## config.mk

```make
export PLATFORM = sky130hd
export DESIGN_NAME = fc_result
export DESIGN_NICKNAME = d
export VERILOG_FILES = /design/src/fc_pkg.sv /design/src/fc_result.sv
export SDC_FILE = /design/constraint.sdc
export NUM_CORES = 1
export LEC_CHECK = 0
export BUFFER_PORTS_ARGS = -buffer_cell sky130_fd_sc_hd__buf_4
export CORE_MARGIN = 2
export CORE_UTILIZATION = 30
export CTS_BUF_LIST = sky130_fd_sc_hd__clkbuf_4
export CTS_CLUSTER_SIZE = 16
export DETAILED_ROUTE_END_ITERATION = 8
export SLEW_MARGIN = 20
export SYNTH_ARGS = -nofsm -noshare
export SYNTH_HDL_FRONTEND = slang
export SYNTH_SLANG_ARGS = --single-unit
```

## constraint.sdc

```tcl
create_clock -name clk -period 3.36 [get_ports clk]
set_clock_uncertainty 0.15 [all_clocks]
set_input_delay 0.336 -clock clk [delete_from_list [all_inputs] [get_ports clk]]
set_output_delay 0.336 -clock clk [all_outputs]
set_load 0.03 [all_outputs]
```

## src/fc_pkg.sv

```systemverilog
////////////////////
// common types and constants for the int8 fully-connected engine
// every design unit imports what it needs from here
////////////////////
package fc_pkg;

  typedef logic [31:0]        word_t;  // one stream beat
  typedef logic signed [7:0]  lane_t;  // int8 feature or weight
  typedef logic signed [15:0] prod_t;  // 8x8 signed product
  typedef logic signed [31:0] acc_t;   // accumulator, bias and result
  typedef logic [10:0]        size_t;  // feature count from the host
  typedef logic [8:0]         wcnt_t;  // words per row, size/4

  localparam int LANES          = 4;   // int8 values per word
  localparam int PE_STAGES      = 4;   // multiplier latency
  localparam int FEAT_DEPTH_DEF = 256; // default feature words held

  // decode sequencing
  typedef enum logic [2:0] {
    st_idle,
    st_recv_feat,
    st_recv_bias,
    st_recv_weight,
    st_wait_result
  } fc_state_e;

endpackage

```

## src/fc_result.sv

```systemverilog
////////////////////
// bias add and master stream output
// holds each result until accepted, flags the last neuron
////////////////////
`timescale 1ns/1ps

module fc_result (
  input  logic          clk,
  input  logic          rstn,
  input  logic          dot_valid,
  input  fc_pkg::acc_t  dot,
  input  fc_pkg::acc_t  dot_bias,
  input  logic          final_row,
  input  logic          m_tready,
  output fc_pkg::word_t m_tdata,
  output logic          m_tvalid,
  output logic          m_tlast,
  output logic          result_sent,
  output logic          fc_done
);
  import fc_pkg::*;

  acc_t biased;

  assign biased      = dot + dot_bias;       // wraps to 32 bits
  assign result_sent = m_tvalid & m_tready;

  always_ff @(posedge clk) begin
    if (!rstn) begin
      m_tvalid <= 1'b0;
      m_tlast  <= 1'b0;
      fc_done  <= 1'b0;
    end else begin
      fc_done <= result_sent & m_tlast;
      if (dot_valid) begin
        m_tvalid <= 1'b1;
        m_tlast  <= final_row;
      end else if (result_sent) begin
        m_tvalid <= 1'b0;
      end
    end
  end

  always_ff @(posedge clk) begin
    if (dot_valid) begin
      m_tdata <= biased;
    end
  end

  a_out_hold: assert property (@(posedge clk) disable iff (!rstn)
    m_tvalid && !m_tready |=> m_tvalid && $stable(m_tdata) && $stable(m_tlast));

endmodule

```

==> metrics list <==
- The flow ran to the end, and the final reports show no timing, DRC or antenna violations.
* Pwr per Cell Area: 395 nW/um2
- Count of flip-flops with a built-in enable after synthesis: 32
- After detailed placement, the design holds a cell count of 509.
- Among all stages on the critical path, the largest delay is contributed by fa_1.
* Layout Cell Area excl Fill: 3740 um2
* Syn Nets: 386
* Sum of met3 wire segment lengths after detailed routing: 335 um
- For this run the aggregate overflow at the end of global routing stands at 0.
- Final antenna diode count: 0
* Total met2 wirelength after detailed routing: 3200 um
- Total power for the finished layout comes to 1.48 mW.
- Register-to-register path setup slack: 2480 ps
- Across the run, the number of max-cap violations was 0.
* Worst slack on hold paths: 66.2 ps
- Worst path bufs/invs: 1
* Most used DFF post-synth: edfxtp_1
* Hold buffer count at cts: 0
* Critical path peak fanout: 4
* Count of buffers added by post-CTS timing repair for setup: 0
* Total Neg Setup Slack: 0 ps
- Sequential fraction of the synthesis area: 0.356
* Core region area: 9240 um2
- In the routed design, unresolved DRC markers number 0.
- Boundary Pins: 105
* Initial cell density of the core: 0.311
* Most area-hungry cell type in the Yosys netlist: edfxtp_1
- Initial antenna violation count: 0
* Number of buffers created by CTS: 5
* Average wire per standard cell: 14.0 um
- Instance count along the most critical hold path: 2
- Insertion delay of the later-clocked pin in the worst-skew pair: 330 ps
- Worst-path clk slew: 110 ps
- The area growth from synthesis to layout is 30.2%.
* PnR worst setup slack: 532 ps
- Maximum level of the CTS H-tree: 2
* Highest signal layer in the routed design: met4
- Via density per instance: 4.90
- Count of mapped cells out of synthesis: 285
* Register bit count reported by yosys: 35
- Max-slew headroom: 0.657
- Length of the first detailed-routing pass in iterations: 4
* Final WL: 7250 um
- Critical path startpoint category: primary input
- In this run the critical register-to-register path is captured at fc_done.
- Once placement finished, the instance area stood at 3690 um2.
* Via count: 2530
- Detailed-routing wirelength on met1: 3620 um
* Fraction of registers with async set/reset: 0
* Number of max-slew violations in the final report: 0
- Synth Area per Inst: 10.1 um2
* Area share of the largest cell type after synthesis: 0.335
* Clock Tree Buf Depth: 2
* Pin count of the biggest net entering global routing: 35
- Once the clock tree was built, the resizer swapped 0 gates to a different size.
* Achievable Freq: 354 MHz
- Count of distinct cell types in the synthesized netlist: 63
* Antenna viol nets, final: 0
- The number of hold violations in the final report was 0.
* Cell class contributing the biggest share of worst-path delay: compound AO/OA/AOI/OAI gates
* Final setup violation count: 0
- Element type at the critical path end: flop
* Detailed Route Iter0 Violations: 98
* Width of the die: 102 um
- CTS Root Cell: clkbuf_4
- The via count of the first global-routing pass is 2496.
* Class of the tightest hold or removal check: primary input to flop
- In the finished design, the share of the clock period the worst path needs comes to 0.842.
- Lkg Pwr: 1.63 nW
- Worst R2R Start: m_tvalid
* Post-route core utilization: 0.404
- Data arrival time of the critical path: 2760 ps
- Ys Warns: 0
* Detailed-placement wirelength estimate: 6090 um
* Std cell rows: 35
- At the placement stage, the worst setup path has a slack of 186 ps.
- Measured in cells, the most critical reg-to-reg path has a length of 2.
- For hold timing, the worst endpoint is m_tvalid.
- The smallest clock period supported by the final layout is computed as 2830 ps.
* Cells taking the most area after synthesis: edfxtp_1, ha_1, xnor2_1, a21oi_1, xor2_1
* Library cell with the highest instance count after synthesis: a21oi_1
* Port Buffers: 104
* Final Non-Filler Cells: 516
- Of the cells placed in the final design, the portion with a size suffix greater than 1 is 0.313.
- The worst hold path begins at rstn.
* CTS tree: yes
* Cell area after synthesis: 2870 um2
- By count the netlist is led by a21oi_1, edfxtp_1, ha_1, xnor2_1, nand2_1.
- Wire length of the first global-routing pass: 11500 um
* Total global routing track utilization: 0.141
* Cell breakdown of the critical path: buf_4, ha_1, fa_1, a211oi_1, o21bai_1, a21oi_1, o311ai_1, nor3_1, o21ai_0, xnor2_1
* Clock net sink count: 35
* Die Footprint: 10400 um2
- At the pin with the least slew margin, the transition time is 513 ps.
* Worst VDD drop: 0.141 mV
- For the worst setup path, the data required time is 3290 ps.
* Overall die height: 102 um
- Nets@finish: 488
- Startpoint-to-endpoint class of the critical path: primary input to flop
- Slowest cell delay on critical path: 430 ps
- Unrepaired setup endpoints after global routing: false
- Routability congestion estimate from global placement: 0.825
## flip-flops by register name, summed over array words and instances (netlist names)
name and cells:
m_tlast 1, m_tdata 32, fc_done 1, m_tvalid 1
## power breakdown
group / switching, mW / leakage [nW] / internal (mW) / total, mW
clock: 0.131 / 0.0285 / 0.0742 / 0.205
combinational: 0.403 / 1.26 / 0.283 / 0.687
sequential: 0.0196 / 0.338 / 0.566 / 0.585
## how the worst max path moves through the flow
stage	from	to	slack (ps)	cells after the start
finish	dot[0]	m_tdata[26]	530	10
floorplan	dot[0]	m_tdata[26]	680	9
detailed placement	dot[0]	m_tdata[26]	190	10
global placement	dot[0]	m_tdata[26]	300	10
CTS	dot[0]	m_tdata[26]	530	10
global route	dot[0]	m_tdata[30]	380	10
## metal layers
layer	track usage	vias to the layer above
met5	0	-
met4	0.0410	0
met3	0.0219	6
met2	0.220	72
met1	0.202	1167
li1	-	1285
## kinds of logic (layout without fill, tap and decap cells)
group | count (synthesis) | count (layout) | synth area share
buffers and inverters | 15 | 117 | 0.0532
DFF | 35 | 35 | 0.356
muxes | 3 | 3 | 0.0105
xor gates and xnor gates | 31 | 31 | 0.0946
AOI/OAI and AO/OA | 96 | 96 | 0.213
adders and majority gates | 32 | 32 | 0.142
and+or+nand+nor | 73 | 73 | 0.131
## final cells by class
class | count | area, um2
well taps | 129 | 161
clock inverters | 2 | 8.76
multi-input cells | 235 | 1700
inverters | 4 | 15.0
clock buffers | 5 | 37.5
fillers | 928 | 5500
repair buffers | 106 | 796
flip-flops and latches | 35 | 1020
## cells in the final DEF (no fill, tap or decap), drive strengths merged, types with 2 or more instances in the layout
master	n
clkbuf	5
a21oi	35
nand2	21
nor2b	3
edfxtp	32
buf	106
o21a	3
clkinv	2
o31ai	5
a2111oi	2
and2	2
o311ai	3
a221o	2
ha	31
o21ai	17
and3	5
dfxtp	3
o21bai	2
inv	4
xor2	9
nand4	5
nor3	3
a31oi	3
nor2	17
nand3	11
a21o	11
a211oi	4
mux2i	3
xnor2	22
(Power assumes the default switching activity.)
