File: src/fc_pkg.sv
////////////////////
// common types and constants for the int8 fully-connected engine
// every design unit imports what it needs from here
////////////////////
package fc_pkg;

  typedef logic [31:0]        word_t;  // one stream beat
  typedef logic signed [7:0]  lane_t;  // int8 feature or weight
  typedef logic signed [15:0] prod_t;  // 8x8 signed product
  typedef logic signed [31:0] acc_t;   // accumulator, bias and result
  typedef logic [10:0]        size_t;  // feature count from the host
  typedef logic [8:0]         wcnt_t;  // words per row, size/4

  localparam int LANES          = 4;   // int8 values per word
  localparam int PE_STAGES      = 4;   // multiplier latency
  localparam int FEAT_DEPTH_DEF = 256; // default feature words held

  // decode sequencing
  typedef enum logic [2:0] {
    st_idle,
    st_recv_feat,
    st_recv_bias,
    st_recv_weight,
    st_wait_result
  } fc_state_e;

endpackage

File: src/fc_mac_if.sv
////////////////////
// multiply-accumulate items from decode to execute
// one item per valid strobe, execute always takes it
////////////////////
`timescale 1ns/1ps

interface fc_mac_if;
  import fc_pkg::*;

  logic  valid;   // one-cycle strobe
  word_t feat;    // four packed int8 features
  word_t weight;  // four packed int8 weights
  logic  first;   // opens a row
  logic  last;    // closes a row
  acc_t  bias;    // only meaningful with last

  modport src (output valid, feat, weight, first, last, bias);
  modport dst (input valid, feat, weight, first, last, bias);

endinterface

File: src/fc_execute.sv
////////////////////
// four-lane multiply, lane sum and row accumulation
// emits the row dot product with its bias on the last item
////////////////////
`timescale 1ns/1ps

module fc_execute (
  input  logic         clk,
  input  logic         rstn,
  fc_mac_if.dst        mac,
  output logic         dot_valid,
  output fc_pkg::acc_t dot,
  output fc_pkg::acc_t dot_bias
);
  import fc_pkg::*;

  prod_t                prod [LANES];
  logic [PE_STAGES-1:0] v_d, f_d, l_d;   // aligned with the products
  acc_t                 bias_d [PE_STAGES];
  acc_t                 lane_total, lane_sum, acc_q, sum_bias;
  logic                 sum_v, sum_first, sum_last;
  logic                 row_open;

  for (genvar i = 0; i < LANES; i++) begin : g_lane
    fc_pe_mult u_pe (
      .clk,
      .a (mac.feat[8*i +: 8]),
      .b (mac.weight[8*i +: 8]),
      .p (prod[i])
    );
  end

  always_comb begin
    lane_total = '0;
    for (int i = 0; i < LANES; i++) begin
      lane_total += acc_t'(prod[i]);
    end
  end

  always_ff @(posedge clk) begin
    if (!rstn) begin
      v_d       <= '0;
      f_d       <= '0;
      l_d       <= '0;
      sum_v     <= 1'b0;
      sum_first <= 1'b0;
      sum_last  <= 1'b0;
      dot_valid <= 1'b0;
      row_open  <= 1'b0;
    end else begin
      v_d       <= {v_d[PE_STAGES-2:0], mac.valid};
      f_d       <= {f_d[PE_STAGES-2:0], mac.first};
      l_d       <= {l_d[PE_STAGES-2:0], mac.last};
      sum_v     <= v_d[PE_STAGES-1];
      sum_first <= f_d[PE_STAGES-1];
      sum_last  <= l_d[PE_STAGES-1];
      dot_valid <= sum_v & sum_last;
      if (mac.valid) begin
        row_open <= ~mac.last;
      end
    end
  end

  always_ff @(posedge clk) begin
    bias_d[0] <= mac.bias;
    for (int i = 1; i < PE_STAGES; i++) begin
      bias_d[i] <= bias_d[i-1];
    end
    lane_sum <= lane_total;               // one register stage for the sum
    sum_bias <= bias_d[PE_STAGES-1];
    if (sum_v) begin
      acc_q <= sum_first ? lane_sum : acc_q + lane_sum;
    end
    if (sum_v && sum_last) begin
      dot_bias <= sum_bias;
    end
  end

  assign dot = acc_q;

  a_row_first: assert property (@(posedge clk) disable iff (!rstn)
    mac.valid && mac.first |-> !row_open);

endmodule

File: src/fc_pe_mult.sv
////////////////////
// pipelined signed 8x8 multiplier
// multiplies magnitudes with shifted partial-product rows,
// then restores the sign in the last stage
////////////////////
`timescale 1ns/1ps

module fc_pe_mult (
  input  logic          clk,
  input  fc_pkg::lane_t a,
  input  fc_pkg::lane_t b,
  output fc_pkg::prod_t p
);
  import fc_pkg::*;

  logic [7:0]           a_mag, b_mag;
  logic [7:0]           pp_q [8];     // partial-product rows
  logic [9:0]           pair_q [4];
  logic [11:0]          quad_q [2];
  logic [15:0]          total;
  logic [PE_STAGES-2:0] sign_d;

  // -128 maps to 8'h80 which is still a valid magnitude
  assign a_mag = a[7] ? 8'(-a) : a;
  assign b_mag = b[7] ? 8'(-b) : b;

  assign total = {4'h0, quad_q[0]} + {quad_q[1], 4'h0};

  always_ff @(posedge clk) begin
    // stage 1 rows
    for (int i = 0; i < 8; i++) begin
      pp_q[i] <= b_mag[i] ? a_mag : 8'd0;
    end
    // stage 2 adjacent rows
    for (int j = 0; j < 4; j++) begin
      pair_q[j] <= {2'b00, pp_q[2*j]} + {1'b0, pp_q[2*j+1], 1'b0};
    end
    // stage 3 pairs of pairs
    for (int k = 0; k < 2; k++) begin
      quad_q[k] <= {2'b00, pair_q[2*k]} + {pair_q[2*k+1], 2'b00};
    end
    sign_d <= {sign_d[PE_STAGES-3:0], a[7] ^ b[7]};
    // stage 4 final sum and sign fix
    p <= sign_d[PE_STAGES-2] ? -$signed(total) : $signed(total);
  end

endmodule

File: src/flat_wrapper.sv
// flat-port wrapper written by rule: the top's interface ports become plain ports
module fc_execute_flat import fc_pkg::*;
  (clk, rstn, dot_valid, dot, dot_bias, mac_valid, mac_feat, mac_weight, mac_first, mac_last, mac_bias);
  fc_mac_if mac_i ();
  input  logic clk;
  input  logic rstn;
  output logic dot_valid;
  output fc_pkg::acc_t dot;
  output fc_pkg::acc_t dot_bias;
  input wire logic [$bits(mac_i.valid)-1:0] mac_valid;
  input wire logic [$bits(mac_i.feat)-1:0] mac_feat;
  input wire logic [$bits(mac_i.weight)-1:0] mac_weight;
  input wire logic [$bits(mac_i.first)-1:0] mac_first;
  input wire logic [$bits(mac_i.last)-1:0] mac_last;
  input wire logic [$bits(mac_i.bias)-1:0] mac_bias;
  assign mac_i.valid = mac_valid;
  assign mac_i.feat = mac_feat;
  assign mac_i.weight = mac_weight;
  assign mac_i.first = mac_first;
  assign mac_i.last = mac_last;
  assign mac_i.bias = mac_bias;
  fc_execute u_core (.clk(clk), .rstn(rstn), .mac(mac_i), .dot_valid(dot_valid), .dot(dot), .dot_bias(dot_bias));
endmodule
File: config.mk
export PLATFORM = sky130hd
export DESIGN_NAME = fc_execute_flat
export DESIGN_NICKNAME = d
export VERILOG_FILES = /design/src/fc_pkg.sv /design/src/fc_mac_if.sv /design/src/fc_execute.sv /design/src/fc_pe_mult.sv /design/src/flat_wrapper.sv
export SDC_FILE = /design/constraint.sdc
export NUM_CORES = 1
export LEC_CHECK = 0
export ABC_CLOCK_PERIOD_IN_PS = 8470
export BUFFER_PORTS_ARGS = -buffer_cell sky130_fd_sc_hd__buf_4
export CORE_MARGIN = 1
export CORE_UTILIZATION = 68
export CTS_BUF_LIST = sky130_fd_sc_hd__clkbuf_8
export CTS_CLUSTER_SIZE = 16
export DETAILED_ROUTE_END_ITERATION = 10
export PLACE_DENSITY = 0.89
export SLEW_MARGIN = 20
export SYNTH_ARGS = -nofsm -noshare
export SYNTH_HDL_FRONTEND = slang
export SYNTH_SLANG_ARGS = --single-unit
File: constraint.sdc
create_clock -name clk -period 8.47 [get_ports clk]
set_clock_uncertainty 0.1 [all_clocks]
set_input_delay 0.4235 -clock clk [delete_from_list [all_inputs] [get_ports clk]]
set_output_delay 0.4235 -clock clk [all_outputs]
set_load 0.005 [all_outputs]
==> flow_summary.toml <==
[logic_synthesis]
synth_edf_count = 64
seq_area_frac_synth_pct = 53.5
yosys_warnings = 0
avgSynthCellArea_um2 = 10.7
synth-seq-cells = 860
syn_inst = 3115
synth_cell_type_count = 67
synth_flop_cell = "dfxtp_1"
syn-num-nets = 3548
synthesis.area_um2 = 33400
synth_async_sr_flop_share_pct = 0

[critical_path]
worstPathArrival_ns = 5.44
path_class = "reg -> reg"
critPathMaxFanout = 8
endpoint_kind = "flop"
startpoint = "u_core.g_lane[2].u_pe.p[1]"
r2r_start = "u_core.g_lane[2].u_pe.p[1]"
required_ns = 8.97
start_kind = "flop"

[final_layout]
num_antenna_cells = 0
layout-drive-gt1-share_pct = 10.3
final-seq-area_um2 = 17900
utilization_pct = 81.1
synthToLayoutAreaGrowth_pct = 16.6
num-nets-final = 3919
multi_input_area_um2 = 14600
fill_cells = 2575

[place]
gp_congestion = 0.899
dp_hpwl_um = 47600
portBuffers = 165
pre_cts_ws_ns = 3.56

[sta]
setup_tns_ns = 0
setup-violations-final = 0
layout_min_cycle_time_ns = 4.94
rsz0062_at_grt = "no"
slew_viol_final = 0
final.period_utilization_pct = 58.3
fin_ws_ns = 3.53
fmax_mhz = 203
finalHoldViolCount = 0
tightest_slew_ns = 1.01
max-slew-margin-rel_pct = 32.3

[route]
drt_first_iter_violations = 1426
vias = 23300
via_per_inst = 5.55
detail_route.wl_per_cell_um = 17.7
wl_um = 74300
ant_nets = 0
drc = 0
dr.pass1.iters = 6

[power]
peakVddDrop_v = 0.000475
p_per_area_nw_per_um2 = 401
p_leak_nw = 17.8

[floorplanning]
fp.dieW_um = 224
core_area_um2 = 48000
die_area_um2 = 50000
die_height_um = 224
core.rowCount = 80
start_util_pct = 69.5
ioPinCount = 166

[min_path]
hp-class = "in -> reg"
min-delay-start = "mac_weight[17]"

[clock_network]
cts_setup_buffers = 0
cts_resized = 0
clk_latency_ns = 0.78
tritoncts = "done"
cts_buffers = 130
cts_num_sinks = 860
htree_levels = 4
path_clk_slew_ns = 0.06
postCtsHoldBufs = 101
root_buffer = "clkbuf_8"
clockBufferDepth = 3

[global_routing]
grt_pass1_wl_um = 119000
grtUsageTotal_pct = 30.1
antenna_found_initial = 0
grt_max_degree = 63
gr-total-overflow = 0
grt_pass1_vias = 24400

[flow_run]
cap_viol_max_count = 0

[run_status]
status = "complete, no violations"
## routing by layer
metal  share of wire, %  global-route usage, %
met3                5.1                   5.73
met5                  0                      0
met4                3.3                   13.1
met1                 39                   32.5
met2                 53                   56.6
## flip-flops by register name, summed over array words and instances, names as in the netlist
signal                     flops
u_core.dot                    32
u_core.f_d                     4
u_core.g_lane.u_pe.sign_d     12
u_core.v_d                     4
u_core.dot_valid               1
u_core.sum_first               1
u_core.g_lane.u_pe.p          64
u_core.lane_sum               32
u_core.sum_bias               32
u_core.dot_bias               32
u_core.sum_last                1
u_core.bias_d                128
u_core.g_lane.u_pe.pair_q    160
u_core.sum_v                   1
u_core.l_d                     4
u_core.g_lane.u_pe.pp_q      256
u_core.g_lane.u_pe.quad_q     96
## path summary, 6_finish.rpt
path	end	slack, ns	cells past startpoint
setup / recovery	u_core.lane_sum[27]	3.53	21
hold / removal	u_core.g_lane[2].u_pe.pp_q[1][27]	0.06	4
setup reg to reg	u_core.lane_sum[27]	3.53	21
hold reg to reg	u_core.sum_bias[16]	0.21	0
## cells by family (layout without fill, tap and decap cells)
group	count (synthesis)	count (layout)	synth area share [%]
AO/OA/AOI/OAI	584	584	11.0
AND/OR/NAND/NOR	721	721	9.72
buffers and inverters	264	733	2.97
adder cells (fa/ha/maj)	332	332	13.5
multiplexers	11	11	0.341
XOR/XNOR	343	343	8.99
flip-flops	860	860	53.5
## layout by cell type, fill, tap and decap left out, types with 23 or more instances in the layout
cell type,Yosys,layout
o21a_1,28,28
dfxtp_1,796,796
inv_1,226,272
nor2b_1,50,50
o21ai_0,133,133
nor2_1,353,353
dlygate4sd3_1,0,101
nand3_1,26,26
fa_1,47,47
clkbuf_8,0,150
a21oi_1,185,185
buf_4,0,168
xor2_1,127,127
o31ai_1,35,35
and2_1,23,23
nor3_1,28,28
edfxtp_1,64,64
nand2_1,154,154
ha_1,285,285
a21o_1,56,56
o21bai_1,57,57
xnor2_1,216,216
## critical path, cell delays in order, from the launching register on
cell and delay (ns):
dfxtp_1 0.31, inv_1 0.05, fa_1 0.46, inv_1 0.06, ha_1 0.15, inv_1 0.05, fa_1 0.40, nor2b_1 0.12
o21ai_0 0.11, a21boi_0 0.27, o21ai_0 0.15, a21oi_1 0.36, o21a_1 0.22, or4_1 0.11, nand3_1 0.08, ha_1 0.36
a21o_1 0.17, a21o_1 0.14, or3_1 0.10, nor3_1 0.06, o31ai_1 0.73, o21ai_0 0.19
## cells in the mapped netlist, types with 28 or more instances
| master | count | area [µm²] |
|---|---|---|
| dfxtp_1 | 796 | 15900 |
| nor2_1 | 353 | 1330 |
| ha_1 | 285 | 3570 |
| inv_1 | 226 | 848 |
| xnor2_1 | 216 | 1890 |
| a21oi_1 | 185 | 926 |
| nand2_1 | 154 | 578 |
| o21ai_0 | 133 | 666 |
| xor2_1 | 127 | 1110 |
| edfxtp_1 | 64 | 1920 |
| o21bai_1 | 57 | 428 |
| a21o_1 | 56 | 420 |
| nor2b_1 | 50 | 313 |
| fa_1 | 47 | 941 |
| o31ai_1 | 35 | 263 |
| clkbuf_1 | 29 | 109 |
| nor3_1 | 28 | 140 |
| o21a_1 | 28 | 210 |
## where the power goes
group          switching, mW  internal, mW  total [mW]
Clock                   1.64          1.77        3.41
Sequential             0.358          4.90        5.26
Combinational           3.99          2.97        6.96
Total                   5.99          9.64        15.6
## cell type report
cell class,instances,share of cell area (%)
Timing Repair Buffer,269,5.83
Tap cell,615,1.98
Clock inverter,80,1.42
Multi-Input combinational cell,1991,37.4
Sequential cell,860,45.9
Clock buffer,150,5.30
Inverter,234,2.26
## stage by stage
stage | instance area, µm² | hold slack, ns | power (mW) | cells
after floorplan | 33400 | 0.210 | 10.5 | 3115
after global placement | 35300 | 0.210 | 11.8 | 3868
after detailed placement | 35300 | 0.212 | 12.1 | 3868
after CTS | 38900 | 0.000446 | 15.6 | 4199
after global routing | 38900 | 0.0783 | 16.7 | 4199
final | 38900 | 0.0640 | 15.6 | 4199
No activity file was read; power rests on OpenSTA's default activity.
